===== src/hw/bpu_pkg.sv =====
package bpu_pkg;

    // one fetched word, seen as either of the two branch encodings
    typedef union packed {
        struct packed {
            logic [5:0]  opcode;
            logic [15:0] offs_lo;   // offs[15:0]
            logic [9:0]  offs_hi;   // offs[25:16]
        } jfmt;
        struct packed {
            logic [5:0]  opcode;
            logic [15:0] offs16;
            logic [4:0]  rj;
            logic [4:0]  rd;
        } rfmt;
    } instr_word_t;

    // major opcodes, bits 31:26
    localparam logic [5:0] OP_JIRL = 6'b010011;
    localparam logic [5:0] OP_B    = 6'b010100;
    localparam logic [5:0] OP_BL   = 6'b010101;  // call

    localparam logic [4:0] RA_REG = 5'd1;   // return address register

    // config register map
    localparam logic CFG_CTRL   = 1'b0;
    localparam logic CFG_MISCNT = 1'b1;

    // control register bits
    localparam int CTRL_RAS_EN = 0;
    localparam int CTRL_JMP_EN = 1;

    localparam int CNT_W = 16;   // return mispredict counter

endpackage

===== src/hw/bpu_top.sv =====
`timescale 1ns/100ps

module bpu_top #(
    parameter int ADDR_WIDTH  = 29,
    parameter int STACK_DEPTH = 16
) (
    input  logic                  clk,
    input  logic                  rstn,
    // pre-decode stage
    input  logic                  pdc_valid,
    input  logic [ADDR_WIDTH-1:0] pdc_pc,
    input  bpu_pkg::instr_word_t  pdc_instr,
    output logic                  pred_taken,
    output logic [ADDR_WIDTH-1:0] pred_target,
    // execute feedback
    input  logic                  is_call_ex,
    input  logic [ADDR_WIDTH-1:0] ret_pc_ex,
    input  logic                  is_ret_ex,
    input  logic                  mis_pdc,
    // config port
    input  logic                  cfg_wr,
    input  logic                  cfg_addr,
    input  logic [15:0]           cfg_wdata,
    output logic [15:0]           cfg_rdata
);

    logic                  is_ret_pdc;
    logic [ADDR_WIDTH-1:0] ret_pc_pdc;
    logic                  ras_en;
    logic                  jmp_en;

    predecoder #(
        .ADDR_WIDTH (ADDR_WIDTH)
    ) u_predecoder (
        .pdc_valid   (pdc_valid),
        .pdc_pc      (pdc_pc),
        .pdc_instr   (pdc_instr),
        .ras_en      (ras_en),
        .jmp_en      (jmp_en),
        .ret_pc_pdc  (ret_pc_pdc),
        .is_ret_pdc  (is_ret_pdc),
        .pred_taken  (pred_taken),
        .pred_target (pred_target)
    );

    ras #(
        .ADDR_WIDTH  (ADDR_WIDTH),
        .STACK_DEPTH (STACK_DEPTH)
    ) u_ras (
        .clk        (clk),
        .rstn       (rstn),
        .is_call_ex (is_call_ex),
        .ret_pc_ex  (ret_pc_ex),
        .is_ret_ex  (is_ret_ex),
        .mis_pdc    (mis_pdc),
        .is_ret_pdc (is_ret_pdc),
        .ret_pc_pdc (ret_pc_pdc)
    );

    pred_cfg u_pred_cfg (
        .clk       (clk),
        .rstn      (rstn),
        .cfg_wr    (cfg_wr),
        .cfg_addr  (cfg_addr),
        .cfg_wdata (cfg_wdata),
        .cfg_rdata (cfg_rdata),
        .is_ret_ex (is_ret_ex),
        .mis_pdc   (mis_pdc),
        .ras_en    (ras_en),
        .jmp_en    (jmp_en)
    );

endmodule


===== src/hw/pred_cfg.sv =====
`timescale 1ns/100ps

module pred_cfg (
    input  logic        clk,
    input  logic        rstn,
    input  logic        cfg_wr,
    input  logic        cfg_addr,
    input  logic [15:0] cfg_wdata,
    output logic [15:0] cfg_rdata,
    input  logic        is_ret_ex,
    input  logic        mis_pdc,
    output logic        ras_en,
    output logic        jmp_en
);
    import bpu_pkg::*;

    logic [CNT_W-1:0] mis_cnt;
    logic             wr_ctrl;
    logic             wr_cnt;

    assign wr_ctrl = cfg_wr && (cfg_addr == CFG_CTRL);
    assign wr_cnt  = cfg_wr && (cfg_addr == CFG_MISCNT);

    always_ff @(posedge clk or negedge rstn) begin
        if (!rstn) begin
            ras_en <= 1'b1;
            jmp_en <= 1'b1;
        end else if (wr_ctrl) begin
            ras_en <= cfg_wdata[CTRL_RAS_EN];
            jmp_en <= cfg_wdata[CTRL_JMP_EN];
        end
    end

    always_ff @(posedge clk or negedge rstn) begin
        if (!rstn) begin
            mis_cnt <= '0;
        end else if (wr_cnt) begin
            mis_cnt <= '0;   // any write clears
        end else if (is_ret_ex && mis_pdc && (mis_cnt != '1)) begin
            mis_cnt <= mis_cnt + 1'b1;   // sticks at all ones
        end
    end

    always_comb begin
        cfg_rdata = '0;
        if (cfg_addr == CFG_MISCNT) begin
            cfg_rdata = mis_cnt;
        end else begin
            cfg_rdata[CTRL_RAS_EN] = ras_en;
            cfg_rdata[CTRL_JMP_EN] = jmp_en;
        end
    end

endmodule


===== src/hw/ras.sv =====
`timescale 1ns/100ps

module ras #(
    parameter int ADDR_WIDTH  = 29,
    parameter int STACK_DEPTH = 16
) (
    input  logic                  clk,
    input  logic                  rstn,
    input  logic                  is_call_ex,
    input  logic [ADDR_WIDTH-1:0] ret_pc_ex,
    input  logic                  is_ret_ex,
    input  logic                  mis_pdc,
    input  logic                  is_ret_pdc,
    output logic [ADDR_WIDTH-1:0] ret_pc_pdc
);

    logic [ADDR_WIDTH-1:0] stk [STACK_DEPTH];   // entry 0 is the top
    logic                  recov_flag;
    logic                  recov_flag_nxt;
    logic [1:0]            pop_n;

    // how far to pop this cycle, when no call is in the way
    always_comb begin
        pop_n          = 2'd0;
        recov_flag_nxt = recov_flag;
        if (is_call_ex) begin
            pop_n = 2'd0;   // handled as push or replace
        end else if (is_ret_ex && mis_pdc) begin
            recov_flag_nxt = ~recov_flag;
            if (!recov_flag) begin
                pop_n = is_ret_pdc ? 2'd3 : 2'd2;
            end else begin
                pop_n = is_ret_pdc ? 2'd1 : 2'd0;
            end
        end else if (is_ret_ex) begin
            recov_flag_nxt = 1'b0;   // good return, start over
            pop_n          = is_ret_pdc ? 2'd1 : 2'd0;
        end else if (is_ret_pdc) begin
            pop_n = 2'd1;
        end
    end

    always_ff @(posedge clk or negedge rstn) begin
        if (!rstn) begin
            recov_flag <= 1'b0;
        end else begin
            recov_flag <= recov_flag_nxt;
        end
    end

    always_ff @(posedge clk or negedge rstn) begin
        if (!rstn) begin
            for (int i = 0; i < STACK_DEPTH; i++) begin
                stk[i] <= '0;
            end
        end else if (is_call_ex) begin
            stk[0] <= ret_pc_ex;
            if (!is_ret_pdc) begin
                // push, bottom entry falls off
                for (int i = 1; i < STACK_DEPTH; i++) begin
                    stk[i] <= stk[i-1];
                end
            end
        end else begin
            for (int i = 0; i < STACK_DEPTH; i++) begin
                if (i + int'(pop_n) < STACK_DEPTH) begin
                    stk[i] <= stk[i + int'(pop_n)];
                end else begin
                    stk[i] <= '0;   // zero fill from below
                end
            end
        end
    end

    always_comb begin
        ret_pc_pdc = '0;
        if (is_ret_pdc) begin
            if (is_call_ex) begin
                ret_pc_pdc = ret_pc_ex;   // call still in flight
            end else begin
                ret_pc_pdc = stk[0];
            end
        end
    end

endmodule


===== src/hw/predecoder.sv =====
`timescale 1ns/100ps

module predecoder #(
    parameter int ADDR_WIDTH = 29
) (
    input  logic                  pdc_valid,
    input  logic [ADDR_WIDTH-1:0] pdc_pc,
    input  bpu_pkg::instr_word_t  pdc_instr,
    input  logic                  ras_en,
    input  logic                  jmp_en,
    input  logic [ADDR_WIDTH-1:0] ret_pc_pdc,
    output logic                  is_ret_pdc,
    output logic                  pred_taken,
    output logic [ADDR_WIDTH-1:0] pred_target
);
    import bpu_pkg::*;

    logic [25:0]           offs26;
    logic [ADDR_WIDTH-1:0] offs_sext;
    logic [ADDR_WIDTH-1:0] jmp_target;
    logic                  is_jmp_word;
    logic                  is_ret_word;
    logic                  jmp_hit;

    // jump format view
    assign offs26    = {pdc_instr.jfmt.offs_hi, pdc_instr.jfmt.offs_lo};
    assign offs_sext = {{(ADDR_WIDTH-26){offs26[25]}}, offs26};

    assign is_jmp_word = (pdc_instr.jfmt.opcode == OP_B) ||
                         (pdc_instr.jfmt.opcode == OP_BL);

    assign jmp_target = pdc_pc + offs_sext;   // wraps at ADDR_WIDTH

    // register format view, jirl r0, ra, 0
    assign is_ret_word = (pdc_instr.rfmt.opcode == OP_JIRL) &&
                         (pdc_instr.rfmt.rd == 5'd0) &&
                         (pdc_instr.rfmt.rj == RA_REG) &&
                         (pdc_instr.rfmt.offs16 == 16'd0);

    assign jmp_hit    = pdc_valid && jmp_en && is_jmp_word;
    assign is_ret_pdc = pdc_valid && ras_en && is_ret_word;

    assign pred_taken = jmp_hit || is_ret_pdc;

    always_comb begin
        pred_target = '0;
        if (is_ret_pdc) begin
            pred_target = ret_pc_pdc;   // from RAS top or forwarded call
        end else if (jmp_hit) begin
            pred_target = jmp_target;
        end
    end

endmodule


===== config.mk =====
export PLATFORM = sky130hd
export DESIGN_NAME = bpu_top
export DESIGN_NICKNAME = d
export VERILOG_FILES = /design/src/hw/bpu_pkg.sv /design/src/hw/bpu_top.sv /design/src/hw/pred_cfg.sv /design/src/hw/ras.sv /design/src/hw/predecoder.sv
export SDC_FILE = /design/constraint.sdc
export NUM_CORES = 2
export LEC_CHECK = 0
export BUFFER_PORTS_ARGS = -buffer_cell sky130_fd_sc_hd__buf_2
export CORE_ASPECT_RATIO = 0.7
export CORE_MARGIN = 4
export CORE_UTILIZATION = 40
export DETAILED_ROUTE_END_ITERATION = 10
export PLACE_DENSITY = 0.66
export SKIP_CTS_REPAIR_TIMING = 1
export SYNTH_ARGS = -nofsm -noshare
export SYNTH_HDL_FRONTEND = slang
export SYNTH_SLANG_ARGS = --single-unit

===== constraint.sdc =====
create_clock -name clk -period 4.6 [get_ports clk]
set_clock_uncertainty 0.05 [all_clocks]
set_input_delay 0.92 -clock clk [delete_from_list [all_inputs] [get_ports clk]]
set_output_delay 0.92 -clock clk [all_outputs]
set_load 0.01 [all_outputs]

==> reports/results.tsv <==
stage	metric	value	unit
outcome	status	complete, no violations	
worst_setup_path	start_kind	primary input	
timing	max_clock_freq	223	MHz
grt	grt_start_max_net_pins	118	
floorplan	coreArea	84900	um^2
grt	grt-ovfl-total	0	
final_layout	syn_to_final_growth	10.6	%
floorplan	fp.dieArea	90900	um^2
grt	grt_pass1_wl	172000	um
worst_setup_path	crit_arrival	3.52	ns
worst_setup_path	rr_worst_depth	10	
synthesis	synth_warnings	0	
synthesis	synth_flop_cell	dfrtp_1	
timing	relSlewSlack	32.8	%
worst_setup_path	crit_type	primary input to output pin	
routing	dr.pass1.iters	6	
timing	min_period_over_period	97.6	%
final_layout	fillCellCount	8182	
worst_setup_path	endpoint_kind	output pin	
routing	ant_nets	0	
timing	period_minus_slack	4.49	ns
synthesis	netlist_top_cells_area	dfrtp_1 35%, mux2i_1 24%, o21ai_0 5.5%, a22oi_1 5.0%, nand2_1 4.9%	
floorplan	fp.dieH	253	um
worst_setup_path	rr_startpoint	u_pred_cfg.ras_en$_DFFE_PN1P_	
power	switching_share	35.2	%
power	peakVddDrop	286	uV
synthesis	syn_area	34400	um^2
floorplan	pin_count	160	
synthesis	yosysTopAreaCell	dfrtp_1	
cts	htree_levels	2	
routing	drc_errors	0	
routing	dr_total_vias	31000	
placed_design	dpl_worst_slack	-0.0510	ns
placed_design	hpwl	67500	um
final_layout	stdcell_area	38100	um^2
placed_design	io_buffers	145	
worst_setup_path	worstPathRequired	3.63	ns
routing	drtIter0Drc	3501	
cts	cts_tree	done	
worst_setup_path	ff2ff_setup_slack	0.96	ns
synthesis	synth-seq-area-share	35.1	%
synthesis	synth_common_cells	816 x mux2i_1, 481 x dfrtp_1, 453 x nand2_1, 381 x o21ai_0, 295 x a21oi_1	
floorplan	initial_core_util	40.6	%
synthesis	synth.distinct_cells	57	
synthesis	postSynth.asyncResetShare	100	%
power	clock_power_share	28.8	%
timing	slew_violations	0	
synthesis	synth_top_area_share	35.0	%
cts	max-clock-path-buffers	3	
cts	clk_pin_slew	0.06	ns
floorplan	die_x	359	um
worst_setup_path	r2r-end	u_ras.stk[216]$_DFFE_PN0P_	
synthesis	synth_edf_count	0	
final_layout	layout.nets	3953	
power	p_comb_share	28.1	%
power	p_per_area	373	nW/um^2
placed_design	placed_cell_area	36500	um^2
timing	finalWorstSetupSlack	0.110	ns
grt	grt_antenna_before_repair	2	
power	power_frac_seq	43.1	%
timing	fin_hold_ws	0.231	ns
final_layout	layout-drive-gt1-share	9.71	%
synthesis	synth_fp_nets	3992	
power	p_leak	16.0	nW
synthesis	synthCells	3844	
worst_setup_path	crit_fanout	5	
routing	vias_per_cell	6.22	
synthesis	synth_seq_cells	483	
cts	cts-buffers-inserted	47	
power	switching_power	5.00	mW
routing	routedWlPerCell	22.1	um
routing	routed_wl	110000	um
synthesis	synth.avg_cell_area	8.96	um^2
grt	grt_pass1_vias	29800	
cts	clockRootBuffer	clkbuf_16	
timing	finalSetupViolCount	0	
floorplan	num_rows	89	
placed_design	place.gp.congestion	0.901	
cts	clk_latency	0.60	ns
timing	rsz0062_at_grt	no	
hold_path	hold_class	primary input to async pin	
synthesis	synth_most_common_cell	mux2i_1	
grt	grt_usage	23.3	%
flow_run	max-cap-violations	0	
timing	worstMarginPinSlew	1.01	ns
cts	cts.sinks	483	
power	internal-power	9.18	mW
timing	hold_viol_final	0	
-- worst max path at each step --
| stage | slack [ns] | cells past startpoint | startpoint | endpoint |
|---|---|---|---|---|
| 2_1_floorplan | 0.08 | 13 | pdc_instr[13] | u_ras.stk[192]$_DFFE_PN0P_ |
| 3_3_place_gp | 0.01 | 16 | pdc_instr[10] | pred_target[24] |
| 3_5_place_dp | -0.05 | 16 | pdc_instr[10] | pred_target[24] |
| 4_1_cts | -0.08 | 16 | pdc_instr[10] | pred_target[24] |
| 5_1_grt | 0.008 | 12 | pdc_instr[22] | pred_target[23] |
| 6_report | 0.11 | 16 | pdc_instr[10] | pred_target[24] |
-- layer usage --
layer | vias up | track usage [%] | part of all wire, %
met1 | 15400 | 35.0 | 47
li1 | 14200 | - | -
met4 | 0 | 6.58 | 2.6
met3 | 200 | 4.10 | 7.5
met2 | 1148 | 34.2 | 43
met5 | - | 0 | 0
-- kinds of logic after synthesis --
kind of cell	Yosys count	share of synthesized area [%]
buffers and inverters	368	4.89
adders and majority gates	34	1.26
muxes	821	23.9
DFF	483	35.1
and+or+nand+nor	728	9.49
xor gates and xnor gates	39	0.992
AOI/OAI and AO/OA	1371	24.4
-- stage by stage --
stage	util, %	power (mW)	TNS, ns	std cells
after detailed placement	43.0	10.1	-0.0685	4893
after global placement	43.0	9.92	0	4893
final	44.9	14.2	0	4978
after CTS	44.8	14.2	-0.163	4977
after floorplan	-	8.86	0	3844
after global routing	44.9	15.1	0	4978
-- placed cells by master, fill, tap and decap left out, types with 47 or more instances in the layout --
| cell type | n |
|---|---|
| buf_2 | 143 |
| a22oi_1 | 231 |
| nor2_1 | 69 |
| a211oi_1 | 92 |
| nand2_1 | 450 |
| a21boi_0 | 70 |
| mux2i_1 | 816 |
| dfrtp_1 | 481 |
| o21ai_0 | 376 |
| o22ai_1 | 112 |
| buf_4 | 81 |
| clkbuf_16 | 49 |
| o221ai_1 | 47 |
| nor2b_1 | 94 |
| a21oi_1 | 293 |
-- flip-flops by register name (all words and copies together) (netlist names) --
register,flops
u_ras.stk,464
u_pred_cfg.mis_cnt,16
u_pred_cfg.jmp_en,1
u_pred_cfg.ras_en,1
u_ras.recov_flag,1
-- final cells by class --
| type | count | area [um^2] | area share [%] |
|---|---|---|---|
| Clock buffer | 74 | 1460 | 3.84 |
| Timing Repair Buffer | 265 | 2130 | 5.61 |
| Clock inverter | 10 | 104 | 0.273 |
| Tap cell | 1137 | 1420 | 3.74 |
| Inverter | 15 | 61.3 | 0.161 |
| Multi-Input combinational cell | 2993 | 20800 | 54.6 |
| Antenna cell | 1 | 2.50 | 0.00657 |
| Sequential cell | 483 | 12100 | 31.8 |
-- worst max-delay path, cell delays in order --
cell and delay [ns]:
buf_2 0.09, ha_2 0.20, inv_1 0.06, fa_2 0.37, nand2b_1 0.19, a21oi_2 0.17
o21ai_1 0.10, o21ai_1 0.17, buf_4 0.17, a31oi_2 0.14, o21ai_1 0.17, buf_4 0.16
a21boi_0 0.11, xor2_1 0.18, o22ai_1 0.14, buf_2 0.16
-- power by group through the flow --
stage / Sequential (mW) / Combinational [mW] / Clock [mW]
2_1_floorplan: 5.87 / 3.00 / 0
3_3_place_gp: 6.10 / 3.82 / 0
3_5_place_dp: 6.12 / 3.93 / 0
4_1_cts: 6.06 / 3.95 / 4.14
5_1_grt: 6.24 / 4.49 / 4.33
6_report: 6.11 / 3.99 / 4.08
Note: power is estimated with default switching activity, not from simulation.
